## config.mk

```make
export PLATFORM = sky130hd
export DESIGN_NAME = store_buffer_top
export DESIGN_NICKNAME = d
export VERILOG_FILES = /design/src/stb_mem_pkg.sv /design/src/stb_ctrl_pkg.sv /design/src/store_buffer_datapath.sv /design/src/lsu_stb_controller.sv /design/src/stb_cache_controller.sv /design/src/store_buffer_top.sv
export SDC_FILE = /design/constraint.sdc
export NUM_CORES = 1
export LEC_CHECK = 0
export ABC_CLOCK_PERIOD_IN_PS = 3850
export BUFFER_PORTS_ARGS = -buffer_cell sky130_fd_sc_hd__clkbuf_2
export CAP_MARGIN = 5
export CORE_MARGIN = 2
export CORE_UTILIZATION = 50
export DETAILED_ROUTE_END_ITERATION = 6
export PLACE_DENSITY = 0.79
export SYNTH_ARGS = -nofsm -noshare
export SYNTH_HDL_FRONTEND = slang
export SYNTH_HIERARCHICAL = 1
export SYNTH_SLANG_ARGS = --single-unit
export TNS_END_PERCENT = 5
```

## constraint.sdc

```tcl
create_clock -name clk -period 3.85 [get_ports clk]
set_input_delay 0 -clock clk [delete_from_list [all_inputs] [get_ports clk]]
set_output_delay 0 -clock clk [all_outputs]
set_load 0.01 [all_outputs]
```

## src/stb_mem_pkg.sv

```systemverilog
// memory-side widths and LSU opcodes; widths are fixed here and are not module parameters
`default_nettype none

package stb_mem_pkg;

    // byte address toward the data cache
    localparam int ADDR_W = 32;

    // one data word per request
    localparam int DATA_W = 32;

    // one select bit per byte of a data word
    localparam int SEL_W = DATA_W / 8;

    // LSU request opcode
    // store encodes as 1, the same as a write enable
    typedef enum logic {
        OP_LOAD  = 1'b0,
        OP_STORE = 1'b1
    } lsu_op_e;

endpackage : stb_mem_pkg

`default_nettype wire

```

## src/stb_ctrl_pkg.sv

```systemverilog
// FSM state encodings for the LSU-side and cache-side controllers; the code 2'b11 is unused
`default_nettype none

package stb_ctrl_pkg;

    // LSU-side controller
    // idle decodes a request, ack pulses for a store,
    // wait_load holds a load until the cache returns data
    typedef enum logic [1:0] {
        LSU_IDLE      = 2'b00,
        LSU_ACK       = 2'b01,
        LSU_WAIT_LOAD = 2'b10
    } lsu_state_e;

    // cache-side controller
    // drain writes the head entry, load forwards the LSU read
    typedef enum logic [1:0] {
        C_IDLE  = 2'b00,
        C_DRAIN = 2'b01,
        C_LOAD  = 2'b10
    } cache_state_e;

endpackage : stb_ctrl_pkg

`default_nettype wire

```

## src/store_buffer_datapath.sv

```systemverilog
// store FIFO of BLEN entries (BLEN >= 2); a write to a full FIFO or a pop of an empty one is ignored
`timescale 1ns/1ps
`default_nettype none

module store_buffer_datapath
    import stb_mem_pkg::*;
#(
    parameter int BLEN = 4
) (
    input  wire                 clk,
    input  wire                 rst_i,
    // push from the LSU-side controller
    input  wire                 stb_wr_en_i,
    // pop and output select from the cache-side controller
    input  wire                 stb_rd_en_i,
    input  wire                 rd_sel_i,
    // live LSU request fields
    input  wire  [ADDR_W-1:0]   lsu_addr_i,
    input  wire  [DATA_W-1:0]   lsu_wdata_i,
    input  wire  [SEL_W-1:0]    lsu_sel_byte_i,
    input  wire                 lsu_dmem_sel_i,
    // fields toward the data cache
    output logic [ADDR_W-1:0]   dc_addr_o,
    output logic [DATA_W-1:0]   dc_wdata_o,
    output logic [SEL_W-1:0]    dc_sel_byte_o,
    output logic                dc_dmem_sel_o,
    // occupancy flags
    output logic                stb_full_o,
    output logic                stb_empty_o
);

    localparam int PTR_W = $clog2(BLEN);
    localparam int CNT_W = $clog2(BLEN + 1);

    // entry storage
    logic [ADDR_W-1:0] addr_mem [BLEN];
    logic [DATA_W-1:0] data_mem [BLEN];
    logic [SEL_W-1:0]  sel_mem  [BLEN];
    logic              dsel_mem [BLEN];

    logic [PTR_W-1:0]  wr_ptr_q;
    logic [PTR_W-1:0]  rd_ptr_q;
    logic [CNT_W-1:0]  count_q;
    logic              wr_fire;
    logic              rd_fire;

    // pointer step, wraps at BLEN so any depth works
    function automatic logic [PTR_W-1:0] ptr_next(input logic [PTR_W-1:0] ptr);
        if (ptr == PTR_W'(BLEN - 1)) begin
            return '0;
        end
        return ptr + 1'b1;
    endfunction

    assign stb_full_o  = (count_q == CNT_W'(BLEN));
    assign stb_empty_o = (count_q == '0);

    // guard against overflow and underflow
    assign wr_fire = stb_wr_en_i && !stb_full_o;
    assign rd_fire = stb_rd_en_i && !stb_empty_o;

    // pointers and count
    always_ff @(posedge clk) begin
        if (rst_i) begin
            wr_ptr_q <= '0;
            rd_ptr_q <= '0;
            count_q  <= '0;
        end else begin
            if (wr_fire) begin
                wr_ptr_q <= ptr_next(wr_ptr_q);
            end
            if (rd_fire) begin
                rd_ptr_q <= ptr_next(rd_ptr_q);
            end
            // push and pop together leave the count as is
            case ({wr_fire, rd_fire})
                2'b10:   count_q <= count_q + 1'b1;
                2'b01:   count_q <= count_q - 1'b1;
                default: count_q <= count_q;
            endcase
        end
    end

    // payload write at the tail
    always_ff @(posedge clk) begin
        if (wr_fire) begin
            addr_mem[wr_ptr_q] <= lsu_addr_i;
            data_mem[wr_ptr_q] <= lsu_wdata_i;
            sel_mem[wr_ptr_q]  <= lsu_sel_byte_i;
            dsel_mem[wr_ptr_q] <= lsu_dmem_sel_i;
        end
    end

    // 0 presents the head entry, 1 bypasses the live LSU fields
    always_comb begin
        if (rd_sel_i) begin
            dc_addr_o     = lsu_addr_i;
            dc_wdata_o    = lsu_wdata_i;
            dc_sel_byte_o = lsu_sel_byte_i;
            dc_dmem_sel_o = lsu_dmem_sel_i;
        end else begin
            dc_addr_o     = addr_mem[rd_ptr_q];
            dc_wdata_o    = data_mem[rd_ptr_q];
            dc_sel_byte_o = sel_mem[rd_ptr_q];
            dc_dmem_sel_o = dsel_mem[rd_ptr_q];
        end
    end

endmodule : store_buffer_datapath

`default_nettype wire

```

## src/lsu_stb_controller.sv

```systemverilog
// LSU-side FSM; the LSU must hold req and fields until ack, and a load is acked only once the FIFO is empty
`timescale 1ns/1ps
`default_nettype none

module lsu_stb_controller
    import stb_mem_pkg::*;
    import stb_ctrl_pkg::*;
(
    input  wire             clk,
    input  wire             rst_i,
    // LSU request
    input  wire             lsu_req_i,
    input  wire lsu_op_e    lsu_op_i,
    // FIFO flags
    input  wire             stb_full_i,
    input  wire             stb_empty_i,
    // cache acknowledge
    input  wire             dc_ack_i,
    // push into the FIFO
    output logic            stb_wr_en_o,
    // load waiting for the cache-side controller
    output logic            load_pending_o,
    // acknowledge toward the LSU
    output logic            lsu_ack_o
);

    lsu_state_e state_q;
    lsu_state_e state_d;
    logic       is_store;
    logic       is_load;
    logic       load_ack;

    // request decode
    assign is_store = lsu_req_i && (lsu_op_i == OP_STORE);
    assign is_load  = lsu_req_i && (lsu_op_i == OP_LOAD);

    assign load_pending_o = (state_q == LSU_WAIT_LOAD);

    // no pushes happen while a load waits, so an ack seen
    // with the FIFO empty can only belong to the load
    assign load_ack = load_pending_o && dc_ack_i && stb_empty_i;

    // store ack one cycle after the push, load ack with the cache ack
    assign lsu_ack_o = (state_q == LSU_ACK) || load_ack;

    always_comb begin
        state_d     = state_q;
        stb_wr_en_o = 1'b0;
        case (state_q)
            LSU_IDLE: begin
                // a full FIFO back-pressures the store
                if (is_store && !stb_full_i) begin
                    stb_wr_en_o = 1'b1;
                    state_d     = LSU_ACK;
                end else if (is_load) begin
                    state_d = LSU_WAIT_LOAD;
                end
            end
            LSU_ACK: begin
                // req is still high here, do not decode it again
                state_d = LSU_IDLE;
            end
            LSU_WAIT_LOAD: begin
                if (load_ack) begin
                    state_d = LSU_IDLE;
                end
            end
            default: begin
                state_d = LSU_IDLE;
            end
        endcase
    end

    always_ff @(posedge clk) begin
        if (rst_i) begin
            state_q <= LSU_IDLE;
        end else begin
            state_q <= state_d;
        end
    end

endmodule : lsu_stb_controller

`default_nettype wire

```

## src/stb_cache_controller.sv

```systemverilog
// cache-side FSM; one request per handshake, drain before load, and req drops for a cycle after each ack
`timescale 1ns/1ps
`default_nettype none

module stb_cache_controller
    import stb_mem_pkg::*;
    import stb_ctrl_pkg::*;
(
    input  wire     clk,
    input  wire     rst_i,
    // FIFO flag
    input  wire     stb_empty_i,
    // load held by the LSU-side controller
    input  wire     load_pending_i,
    // cache acknowledge
    input  wire     dc_ack_i,
    // pop of the head entry
    output logic    stb_rd_en_o,
    // output mux select, 1 for the LSU load fields
    output logic    rd_sel_o,
    // request toward the data cache
    output logic    dc_req_o,
    output logic    dc_w_en_o
);

    cache_state_e state_q;
    cache_state_e state_d;
    // operation on the cache port
    lsu_op_e      dc_op;

    always_comb begin
        state_d     = state_q;
        stb_rd_en_o = 1'b0;
        rd_sel_o    = 1'b0;
        dc_op       = OP_LOAD;
        case (state_q)
            C_IDLE: begin
                // queued stores go first, a load only sees an empty FIFO
                if (!stb_empty_i) begin
                    state_d = C_DRAIN;
                end else if (load_pending_i) begin
                    state_d = C_LOAD;
                end
            end
            C_DRAIN: begin
                dc_op = OP_STORE;
                // head leaves the FIFO at the ack edge
                if (dc_ack_i) begin
                    stb_rd_en_o = 1'b1;
                    state_d     = C_IDLE;
                end
            end
            C_LOAD: begin
                rd_sel_o = 1'b1;
                if (dc_ack_i) begin
                    state_d = C_IDLE;
                end
            end
            default: begin
                state_d = C_IDLE;
            end
        endcase
    end

    // request follows the state, so it rises the cycle after C_IDLE
    assign dc_req_o  = (state_q != C_IDLE);
    assign dc_w_en_o = (dc_op == OP_STORE);

    always_ff @(posedge clk) begin
        if (rst_i) begin
            state_q <= C_IDLE;
        end else begin
            state_q <= state_d;
        end
    end

endmodule : stb_cache_controller

`default_nettype wire

```

## src/store_buffer_top.sv

```systemverilog
// store buffer between LSU and data cache (BLEN >= 2); no forwarding, loads wait until all stores drain
`timescale 1ns/1ps
`default_nettype none

module store_buffer_top
    import stb_mem_pkg::*;
#(
    parameter int BLEN = 4
) (
    input  wire                 clk,
    input  wire                 rst_i,
    // LSU request
    input  wire                 lsu_req_i,
    input  wire lsu_op_e        lsu_op_i,
    input  wire  [ADDR_W-1:0]   lsu_addr_i,
    input  wire  [DATA_W-1:0]   lsu_wdata_i,
    input  wire  [SEL_W-1:0]    lsu_sel_byte_i,
    input  wire                 lsu_dmem_sel_i,
    // LSU response
    output logic                lsu_ack_o,
    output logic [DATA_W-1:0]   lsu_rdata_o,
    // data cache request
    output logic                dc_req_o,
    output logic                dc_w_en_o,
    output logic [ADDR_W-1:0]   dc_addr_o,
    output logic [DATA_W-1:0]   dc_wdata_o,
    output logic [SEL_W-1:0]    dc_sel_byte_o,
    output logic                dc_dmem_sel_o,
    output logic                stb_empty_o,
    // data cache response
    input  wire                 dc_ack_i,
    input  wire  [DATA_W-1:0]   dc_rdata_i
);

    // controller to datapath
    logic stb_wr_en;
    logic stb_rd_en;
    logic rd_sel;
    // datapath flags
    logic stb_full;
    logic stb_empty;
    // LSU-side to cache-side
    logic load_pending;

    store_buffer_datapath #(
        .BLEN(BLEN)
    ) u_datapath (
        .clk            (clk),
        .rst_i          (rst_i),
        .stb_wr_en_i    (stb_wr_en),
        .stb_rd_en_i    (stb_rd_en),
        .rd_sel_i       (rd_sel),
        .lsu_addr_i     (lsu_addr_i),
        .lsu_wdata_i    (lsu_wdata_i),
        .lsu_sel_byte_i (lsu_sel_byte_i),
        .lsu_dmem_sel_i (lsu_dmem_sel_i),
        .dc_addr_o      (dc_addr_o),
        .dc_wdata_o     (dc_wdata_o),
        .dc_sel_byte_o  (dc_sel_byte_o),
        .dc_dmem_sel_o  (dc_dmem_sel_o),
        .stb_full_o     (stb_full),
        .stb_empty_o    (stb_empty)
    );

    lsu_stb_controller u_lsu_ctrl (
        .clk            (clk),
        .rst_i          (rst_i),
        .lsu_req_i      (lsu_req_i),
        .lsu_op_i       (lsu_op_i),
        .stb_full_i     (stb_full),
        .stb_empty_i    (stb_empty),
        .dc_ack_i       (dc_ack_i),
        .stb_wr_en_o    (stb_wr_en),
        .load_pending_o (load_pending),
        .lsu_ack_o      (lsu_ack_o)
    );

    stb_cache_controller u_cache_ctrl (
        .clk            (clk),
        .rst_i          (rst_i),
        .stb_empty_i    (stb_empty),
        .load_pending_i (load_pending),
        .dc_ack_i       (dc_ack_i),
        .stb_rd_en_o    (stb_rd_en),
        .rd_sel_o       (rd_sel),
        .dc_req_o       (dc_req_o),
        .dc_w_en_o      (dc_w_en_o)
    );

    // load data bypasses the FIFO
    assign lsu_rdata_o = dc_rdata_i;
    assign stb_empty_o = stb_empty;

endmodule : store_buffer_top

`default_nettype wire

```

==> results of run 1 <==
registers in the layout (all words and copies together) (netlist names), named ones only:
| register | cells |
|---|---|
| u_datapath/dsel_mem | 4 |
| u_datapath/addr_mem | 128 |
| u_lsu_ctrl/state_q | 2 |
| u_datapath/count_q | 3 |
| u_datapath/sel_mem | 16 |
| u_datapath/wr_ptr_q | 2 |
| u_cache_ctrl/state_q | 2 |
| u_datapath/rd_ptr_q | 2 |
| u_datapath/data_mem | 128 |
timing repair:
action                                 in CTS  in global routing
buffers inserted                            0                  0
endpoints found under the hold margin     289                  0
hold buffers                               76                  0
power by group through the flow:
stage	Sequential (mW)	Combinational, mW	Clock [mW]
after CTS	3.54	0.537	2.41
after detailed placement	3.60	0.472	0
after global placement	3.60	0.457	0
final	3.54	0.532	2.36
after floorplan	3.60	0.301	0
after global routing	3.54	0.574	2.53
routing by layer:
layer	vias to the layer above	GRT usage, %	wire, µm
met2	194	29.24	10660
met4	0	5.325	427
met5	-	0	0
met3	43	2.891	1160
li1	2634	-	-
met1	3023	24.26	9331
stage by stage:
step                hold WS (ns)  cells
floorplan                0.06907    555
finish               0.000003906   1095
global route          0.00001504   1095
global placement      0.00006862    969
detailed placement    0.00006862    969
CTS                   0.00006862   1094
cells in the mapped netlist, types with 2 or more instances:
| library cell | count | area share [%] |
|---|---|---|
| or3_1 | 4 | 0.21 |
| o31ai_1 | 2 | 0.13 |
| buf_12 | 2 | 0.34 |
| mux2i_1 | 2 | 0.17 |
| dfxtp_1 | 13 | 2.2 |
| buf_2 | 8 | 0.34 |
| and3_1 | 4 | 0.21 |
| nand3_1 | 3 | 0.13 |
| nor2_1 | 6 | 0.19 |
| inv_1 | 11 | 0.35 |
| nor3_1 | 3 | 0.13 |
| and2_1 | 2 | 0.11 |
| mux4_2 | 69 | 13 |
| nand2_1 | 2 | 0.064 |
| edfxtp_1 | 276 | 71 |
| clkbuf_1 | 14 | 0.45 |
| o21ai_0 | 2 | 0.085 |
| ha_1 | 9 | 0.96 |
| a21oi_1 | 7 | 0.30 |
| buf_4 | 32 | 2.0 |
| mux2_2 | 69 | 6.6 |
| nor2b_1 | 2 | 0.11 |
| xor2_1 | 2 | 0.15 |
logic make-up after synthesis:
group | Yosys count
flops | 289
mux | 140
buf+inv | 69
simple gates | 31
compound gates | 14
fa+ha+maj | 10
xor+xnor | 2
cell type report:
cell class / count / share of cell area (%)
antenna: 1 / 0.01766
clock buffer: 38 / 5.200
clock inverter: 11 / 0.3531
inverter: 11 / 0.2913
multi-input combinational: 197 / 19.71
sequential: 289 / 60.37
tap: 319 / 2.816
timing repair buffer: 229 / 11.25
how the worst max path moves through the flow:
stage / startpoint / to / slack (ns) / cells after the start
global placement: u_datapath/count_q[2] / u_datapath/count_q[2] / 1.17 / 12
global route: u_datapath/count_q[0] / u_datapath/count_q[2] / 0.82 / 12
detailed placement: u_datapath/count_q[2] / u_datapath/count_q[2] / 1.04 / 12
CTS: flop / dc_wdata_o[7] / 0.98 / 4
floorplan: u_datapath/count_q[0] / u_datapath/addr_mem[3][0] / 0.36 / 6
finish: u_datapath/count_q[2] / u_datapath/count_q[2] / 1.03 / 12
critical path: stages, from the launching register on:
cell	delay [ns]
dfxtp_1	0.38
or3b_2	0.57
inv_1	0.08
or3_1	0.13
nor2_1	0.13
and2_1	0.19
inv_1	0.06
ha_1	0.18
inv_1	0.06
fa_1	0.37
xor2_1	0.15
or3_1	0.31
a21oi_1	0.14
==> impl_metrics.env, run 1 <==
export IMPL_cts_resized=0
export IMPL_drv_slew=0
export IMPL_wl_per_cell_um=19.71
export IMPL_die_w_um=157.2
export IMPL_r2r_end="u_datapath/count_q[2]"
export IMPL_power_frac_clock_pct=36.7
export IMPL_p_comb_share_pct=8.3
export IMPL_muxShareOfSynthArea_pct=20.03
export IMPL_finalNetCount=871
export IMPL_mostFrequentLayoutCell="edfxtp_1"
export IMPL_max_freq_mhz=354.4
export IMPL_final_layout_size_suffix_gt1_share_pct=43.10
export IMPL_fin_tns_setup_ns=0
export IMPL_hold_viol=0
export IMPL_vias=5894
export IMPL_synth_cell_type_count=34
export IMPL_max_slew_margin_pct=29.02
export IMPL_worst_slack_ns=1.028
export IMPL_utilization_pct=60.92
export IMPL_die_height_um=157.2
export IMPL_grt_usage_pct=17.60
export IMPL_grt_pass1_vias=6321
export IMPL_run_status="complete, no violations"
export IMPL_async_flop_share_pct=0
export IMPL_final_cell_mix="edfxtp_1, clkbuf_2, dlygate4sd3_1"
export IMPL_min_delay_start="dc_rdata_i[0]"
export IMPL_worstMarginPinSlew_ns=1.065
export IMPL_synth_ff_type="edfxtp_1"
export IMPL_h_tree_depth=1
export IMPL_cts_sinks=289
export IMPL_core_um2=23260
export IMPL_clkSlewWorstSetupHoldPaths_ns=0.06
export IMPL_gp_congestion=0.7183
export IMPL_grt_antenna_before_repair=1
export IMPL_syn_avg_cell_area_um2=21.15
export IMPL_drt_iter0_drc=373
export IMPL_critPathLaunchType="flop"
export IMPL_final_area_um2=14170
export IMPL_register_area_um2=8556
export IMPL_syn_nets=671
export IMPL_p_per_area_nw_per_um2=453.2
export IMPL_path_max_fanout=9
export IMPL_clock_latency_ns=0.52
export IMPL_root_buffer="clkbuf_16"
export IMPL_hpwl_um=13030
export IMPL_setup_violations=0
export IMPL_cp_arrival_ns=3.27
export IMPL_p_int_mw=5.106
export IMPL_drv_cap=0
export IMPL_antenna_left=0
export IMPL_synth_yosys_warnings=6
export IMPL_yosysSeqAreaShare_pct=72.83
export IMPL_critical_path_class="reg2reg"
export IMPL_syn_to_final_growth_pct=20.74
export IMPL_cp_end_kind="flop"
export IMPL_multiInputGateArea_um2=2793
export IMPL_ys_ff_latch=289
export IMPL_critPathRequiredTime_ns=4.30
export IMPL_place_ws_ns=1.042
export IMPL_min_path_cells=0
export IMPL_synth_enable_flop_cells=276
export IMPL_switching_share_pct=20.50
export IMPL_holdCritPathClass="in2out"
export IMPL_placed_cell_area_um2=12620
export IMPL_total_power_mw=6.423
export IMPL_synth_compound_area_share_pct=0.7035
export IMPL_r2r_slack_ns=1.03
export IMPL_synth_top_family_by_area="multiplexers"
export IMPL_skew_ns=0.006037
export IMPL_synthAdderAreaFrac_pct=1.130
export IMPL_initial_core_util_pct=50.46
export IMPL_grt_pass1_wl_um=33640
export IMPL_num_rows=56
export IMPL_drc=0
export IMPL_die_area_um2=24720
export IMPL_clk_path_buf_depth=3
export IMPL_vdd_drop_max_uv=338.9
export IMPL_io_pins=211
export IMPL_ff2ff_path_depth=12
export IMPL_period_needed_ns=2.822
export IMPL_synth_simple_area_share_pct=1.503
export IMPL_cts_buffers=27
export IMPL_power_frac_seq_pct=55.0
export IMPL_drt_total_wl_um=21580
export IMPL_n_fill_cell=1666
export IMPL_p_leak_nw=4.783
export IMPL_r2r_start="u_datapath/count_q[2]"
export IMPL_netlist_instances=555
export IMPL_dr_pass1_iters=4
export IMPL_synth_area_um2=11740
export IMPL_grt_max_degree=70
export IMPL_vias_per_cell=5.383
export IMPL_synth_xor_area_share_pct=0.1492
export IMPL_min_period_over_period_pct=73.30
export IMPL_cts_tree="yes"
export IMPL_min_to="lsu_rdata_o[0]"
export IMPL_rsz0062_at_grt="false"
export IMPL_p_switching_mw=1.317
export IMPL_grt_ovfl_total=0
export IMPL_port_buffers=146
(Power assumes the default switching activity.)
==> run 2, diff against run 1 <==
--- a/config.mk
+++ b/config.mk
@@ -5,13 +5,13 @@
 export SDC_FILE = /design/constraint.sdc
 export NUM_CORES = 1
 export LEC_CHECK = 0
-export ABC_CLOCK_PERIOD_IN_PS = 3850
+export ABC_CLOCK_PERIOD_IN_PS = 2400
 export BUFFER_PORTS_ARGS = -buffer_cell sky130_fd_sc_hd__clkbuf_2
 export CAP_MARGIN = 5
 export CORE_MARGIN = 2
 export CORE_UTILIZATION = 50
 export DETAILED_ROUTE_END_ITERATION = 6
-export PLACE_DENSITY = 0.79
+export PLACE_DENSITY = 0.82
 export SYNTH_ARGS = -nofsm -noshare
 export SYNTH_HDL_FRONTEND = slang
 export SYNTH_HIERARCHICAL = 1
==> constraint.sdc (replaced) <==
create_clock -name clk -period 2.4 [get_ports clk]
set_input_delay 0 -clock clk [delete_from_list [all_inputs] [get_ports clk]]
set_output_delay 0 -clock clk [all_outputs]
set_load 0.01 [all_outputs]
==> run 2 against run 1 <==
Compared with the run above:
- clock-buffer cell count increased by 2
- sequential cell count unchanged
- sequential power grew 60%
- die area is the same
- first-iteration DRC count shrank 6.7%
- combinational power is 69% higher
- core utilization increased by 1.6 points
- non-clock buffer count is 15 higher
- highest routed layer unchanged
==> impl_metrics.env, run 2 (synthesis results as in run 1) <==
export IMPL_run_status="complete, no violations"
export IMPL_n_fill_cell=1623
export IMPL_critPathRequiredTime_ns=2.85
export IMPL_drt_total_wl_um=22600
export IMPL_wl_per_cell_um=20.30
export IMPL_holdCritPathClass="in2out"
export IMPL_grt_max_degree=48
export IMPL_die_w_um=157.2
export IMPL_initial_core_util_pct=50.46
export IMPL_reg_top3="u_datapath/addr_mem (128), u_datapath/data_mem (128), u_datapath/sel_mem (16)"
export IMPL_clkSlewWorstSetupHoldPaths_ns=0.06
export IMPL_placed_cell_area_um2=12850
export IMPL_p_comb_share_pct=8.4
export IMPL_clock_latency_ns=0.52
export IMPL_crit_start="u_datapath/count_q[2]"
export IMPL_p_per_area_nw_per_um2=740.3
export IMPL_skew_ns=0.01026
export IMPL_multiInputGateArea_um2=2829
export IMPL_antenna_left=0
export IMPL_clk_path_buf_depth=3
export IMPL_min_delay_start="dc_rdata_i[0]"
export IMPL_critPathLaunchType="flop"
export IMPL_p_leak_nw=4.945
export IMPL_die_area_um2=24720
export IMPL_root_buffer="clkbuf_16"
export IMPL_cts_tree="yes"
export IMPL_whs_ns=0.000003895
export IMPL_cts_buffers=29
export IMPL_port_buffers=146
export IMPL_dr_pass1_iters=4
export IMPL_cp_end_kind="flop"
export IMPL_worstMarginPinSlew_ns=0.5173
export IMPL_setup_violations=0
export IMPL_critical_path_class="reg2reg"
export IMPL_final_area_um2=14550
export IMPL_register_area_um2=8562
export IMPL_period_needed_ns=2.373
export IMPL_ff2ff_path_depth=12
export IMPL_die_height_um=157.2
export IMPL_path_max_fanout=2
export IMPL_max_freq_mhz=421.5
export IMPL_power_frac_clock_pct=39.1
export IMPL_grt_pass1_wl_um=34330
export IMPL_h_tree_depth=1
export IMPL_p_int_mw=8.583
export IMPL_worst_slack_ns=0.02748
export IMPL_mostFrequentLayoutCell="edfxtp_1"
export IMPL_cp_arrival_ns=2.82
export IMPL_vias_per_cell=5.385
export IMPL_vdd_drop_max_uv=413.2
export IMPL_grt_pass1_vias=6300
export IMPL_place_ws_ns=0.01408
export IMPL_vias=5994
export IMPL_cts_sinks=289
export IMPL_drv_cap=0
export IMPL_drc=0
export IMPL_grt_ovfl_total=0
export IMPL_core_um2=23260
export IMPL_max_slew_margin_pct=65.22
export IMPL_syn_to_final_growth_pct=24.00
export IMPL_rsz0062_at_grt="true"
export IMPL_r2r_start="u_datapath/count_q[2]"
export IMPL_drv_slew=0
export IMPL_grt_antenna_before_repair=0
export IMPL_drt_iter0_drc=348
export IMPL_grt_usage_pct=18.15
export IMPL_power_frac_seq_pct=52.6
export IMPL_p_switching_mw=2.192
export IMPL_min_period_over_period_pct=98.85
export IMPL_final_layout_size_suffix_gt1_share_pct=46.15
export IMPL_switching_share_pct=20.34
export IMPL_hold_viol=0
export IMPL_min_path_cells=0
export IMPL_num_rows=56
export IMPL_hpwl_um=13840
export IMPL_finalNetCount=888
export IMPL_gp_congestion=0.8168
export IMPL_io_pins=211
export IMPL_final_cell_mix="edfxtp_1, clkbuf_2, dlygate4sd3_1"
-- run 2: repair_timing --
action,CTS,global route
pin swaps,0,8
hold endpoints to repair,289,0
endpoints found under the setup margin,1,20
hold buffers,76,0
gates cloned,0,0
setup buffers,1,2
resized for setup,0,9
-- run 2: metal layers --
layer  track usage [%]  part of all wire [%]  vias up
met5                 0                     0        -
met4             5.238                   2.1        0
met3             3.469                   5.6       52
met2             30.78                    51      192
met1             24.18                    42     3083
li1                  -                     -     2667
-- run 2: worst paths after layout --
path	endpoint	slack, ns
worst max-delay path	u_datapath/count_q[2]	0.03
worst min-delay path	lsu_rdata_o[0]	0.000004
worst max register to register	u_datapath/count_q[2]	0.03
worst min register to register	flop	0.50
-- run 2: stage by stage --
step / power, mW / util [%] / instances / setup TNS [ns]
5_1_grt: 11.14 / 62.55 / 1112 / -0.05793
2_1_floorplan: 6.255 / - / 555 / -0.02251
3_5_place_dp: 6.568 / 55.24 / 981 / 0
6_report: 10.78 / 62.56 / 1113 / 0
3_3_place_gp: 6.528 / 55.24 / 981 / 0
4_1_cts: 10.88 / 62.39 / 1110 / 0
-- run 2: area by class of cell --
class / instances / area share, %
Antenna cell: 1 / 0.01719
Clock buffer: 40 / 5.407
Clock inverter: 12 / 0.7393
Timing Repair Buffer: 244 / 12.53
Tap cell: 319 / 2.742
Inverter: 11 / 0.3009
Sequential cell: 289 / 58.83
Multi-Input combinational cell: 197 / 19.44
-- run 2: power groups by stage --
| stage | Combinational, mW | Sequential [mW] | Clock (mW) |
|---|---|---|---|
| 6_report | 0.901 | 5.66 | 4.21 |
| 5_1_grt | 0.970 | 5.67 | 4.50 |
| 4_1_cts | 0.902 | 5.67 | 4.31 |
| 3_5_place_dp | 0.795 | 5.77 | 0 |
| 3_3_place_gp | 0.767 | 5.76 | 0 |
| 2_1_floorplan | 0.490 | 5.77 | 0 |
-- run 2: worst max-delay path: stages (launching register included) --
cell and delay, ns:
dfxtp_2 0.33, or3b_4 0.38, inv_2 0.05, or3_4 0.12, nor2_4 0.03, and2_4 0.14, inv_4 0.05, ha_4 0.13
inv_2 0.04, fa_2 0.35, xor2_1 0.17, or3_1 0.37, a21oi_2 0.14
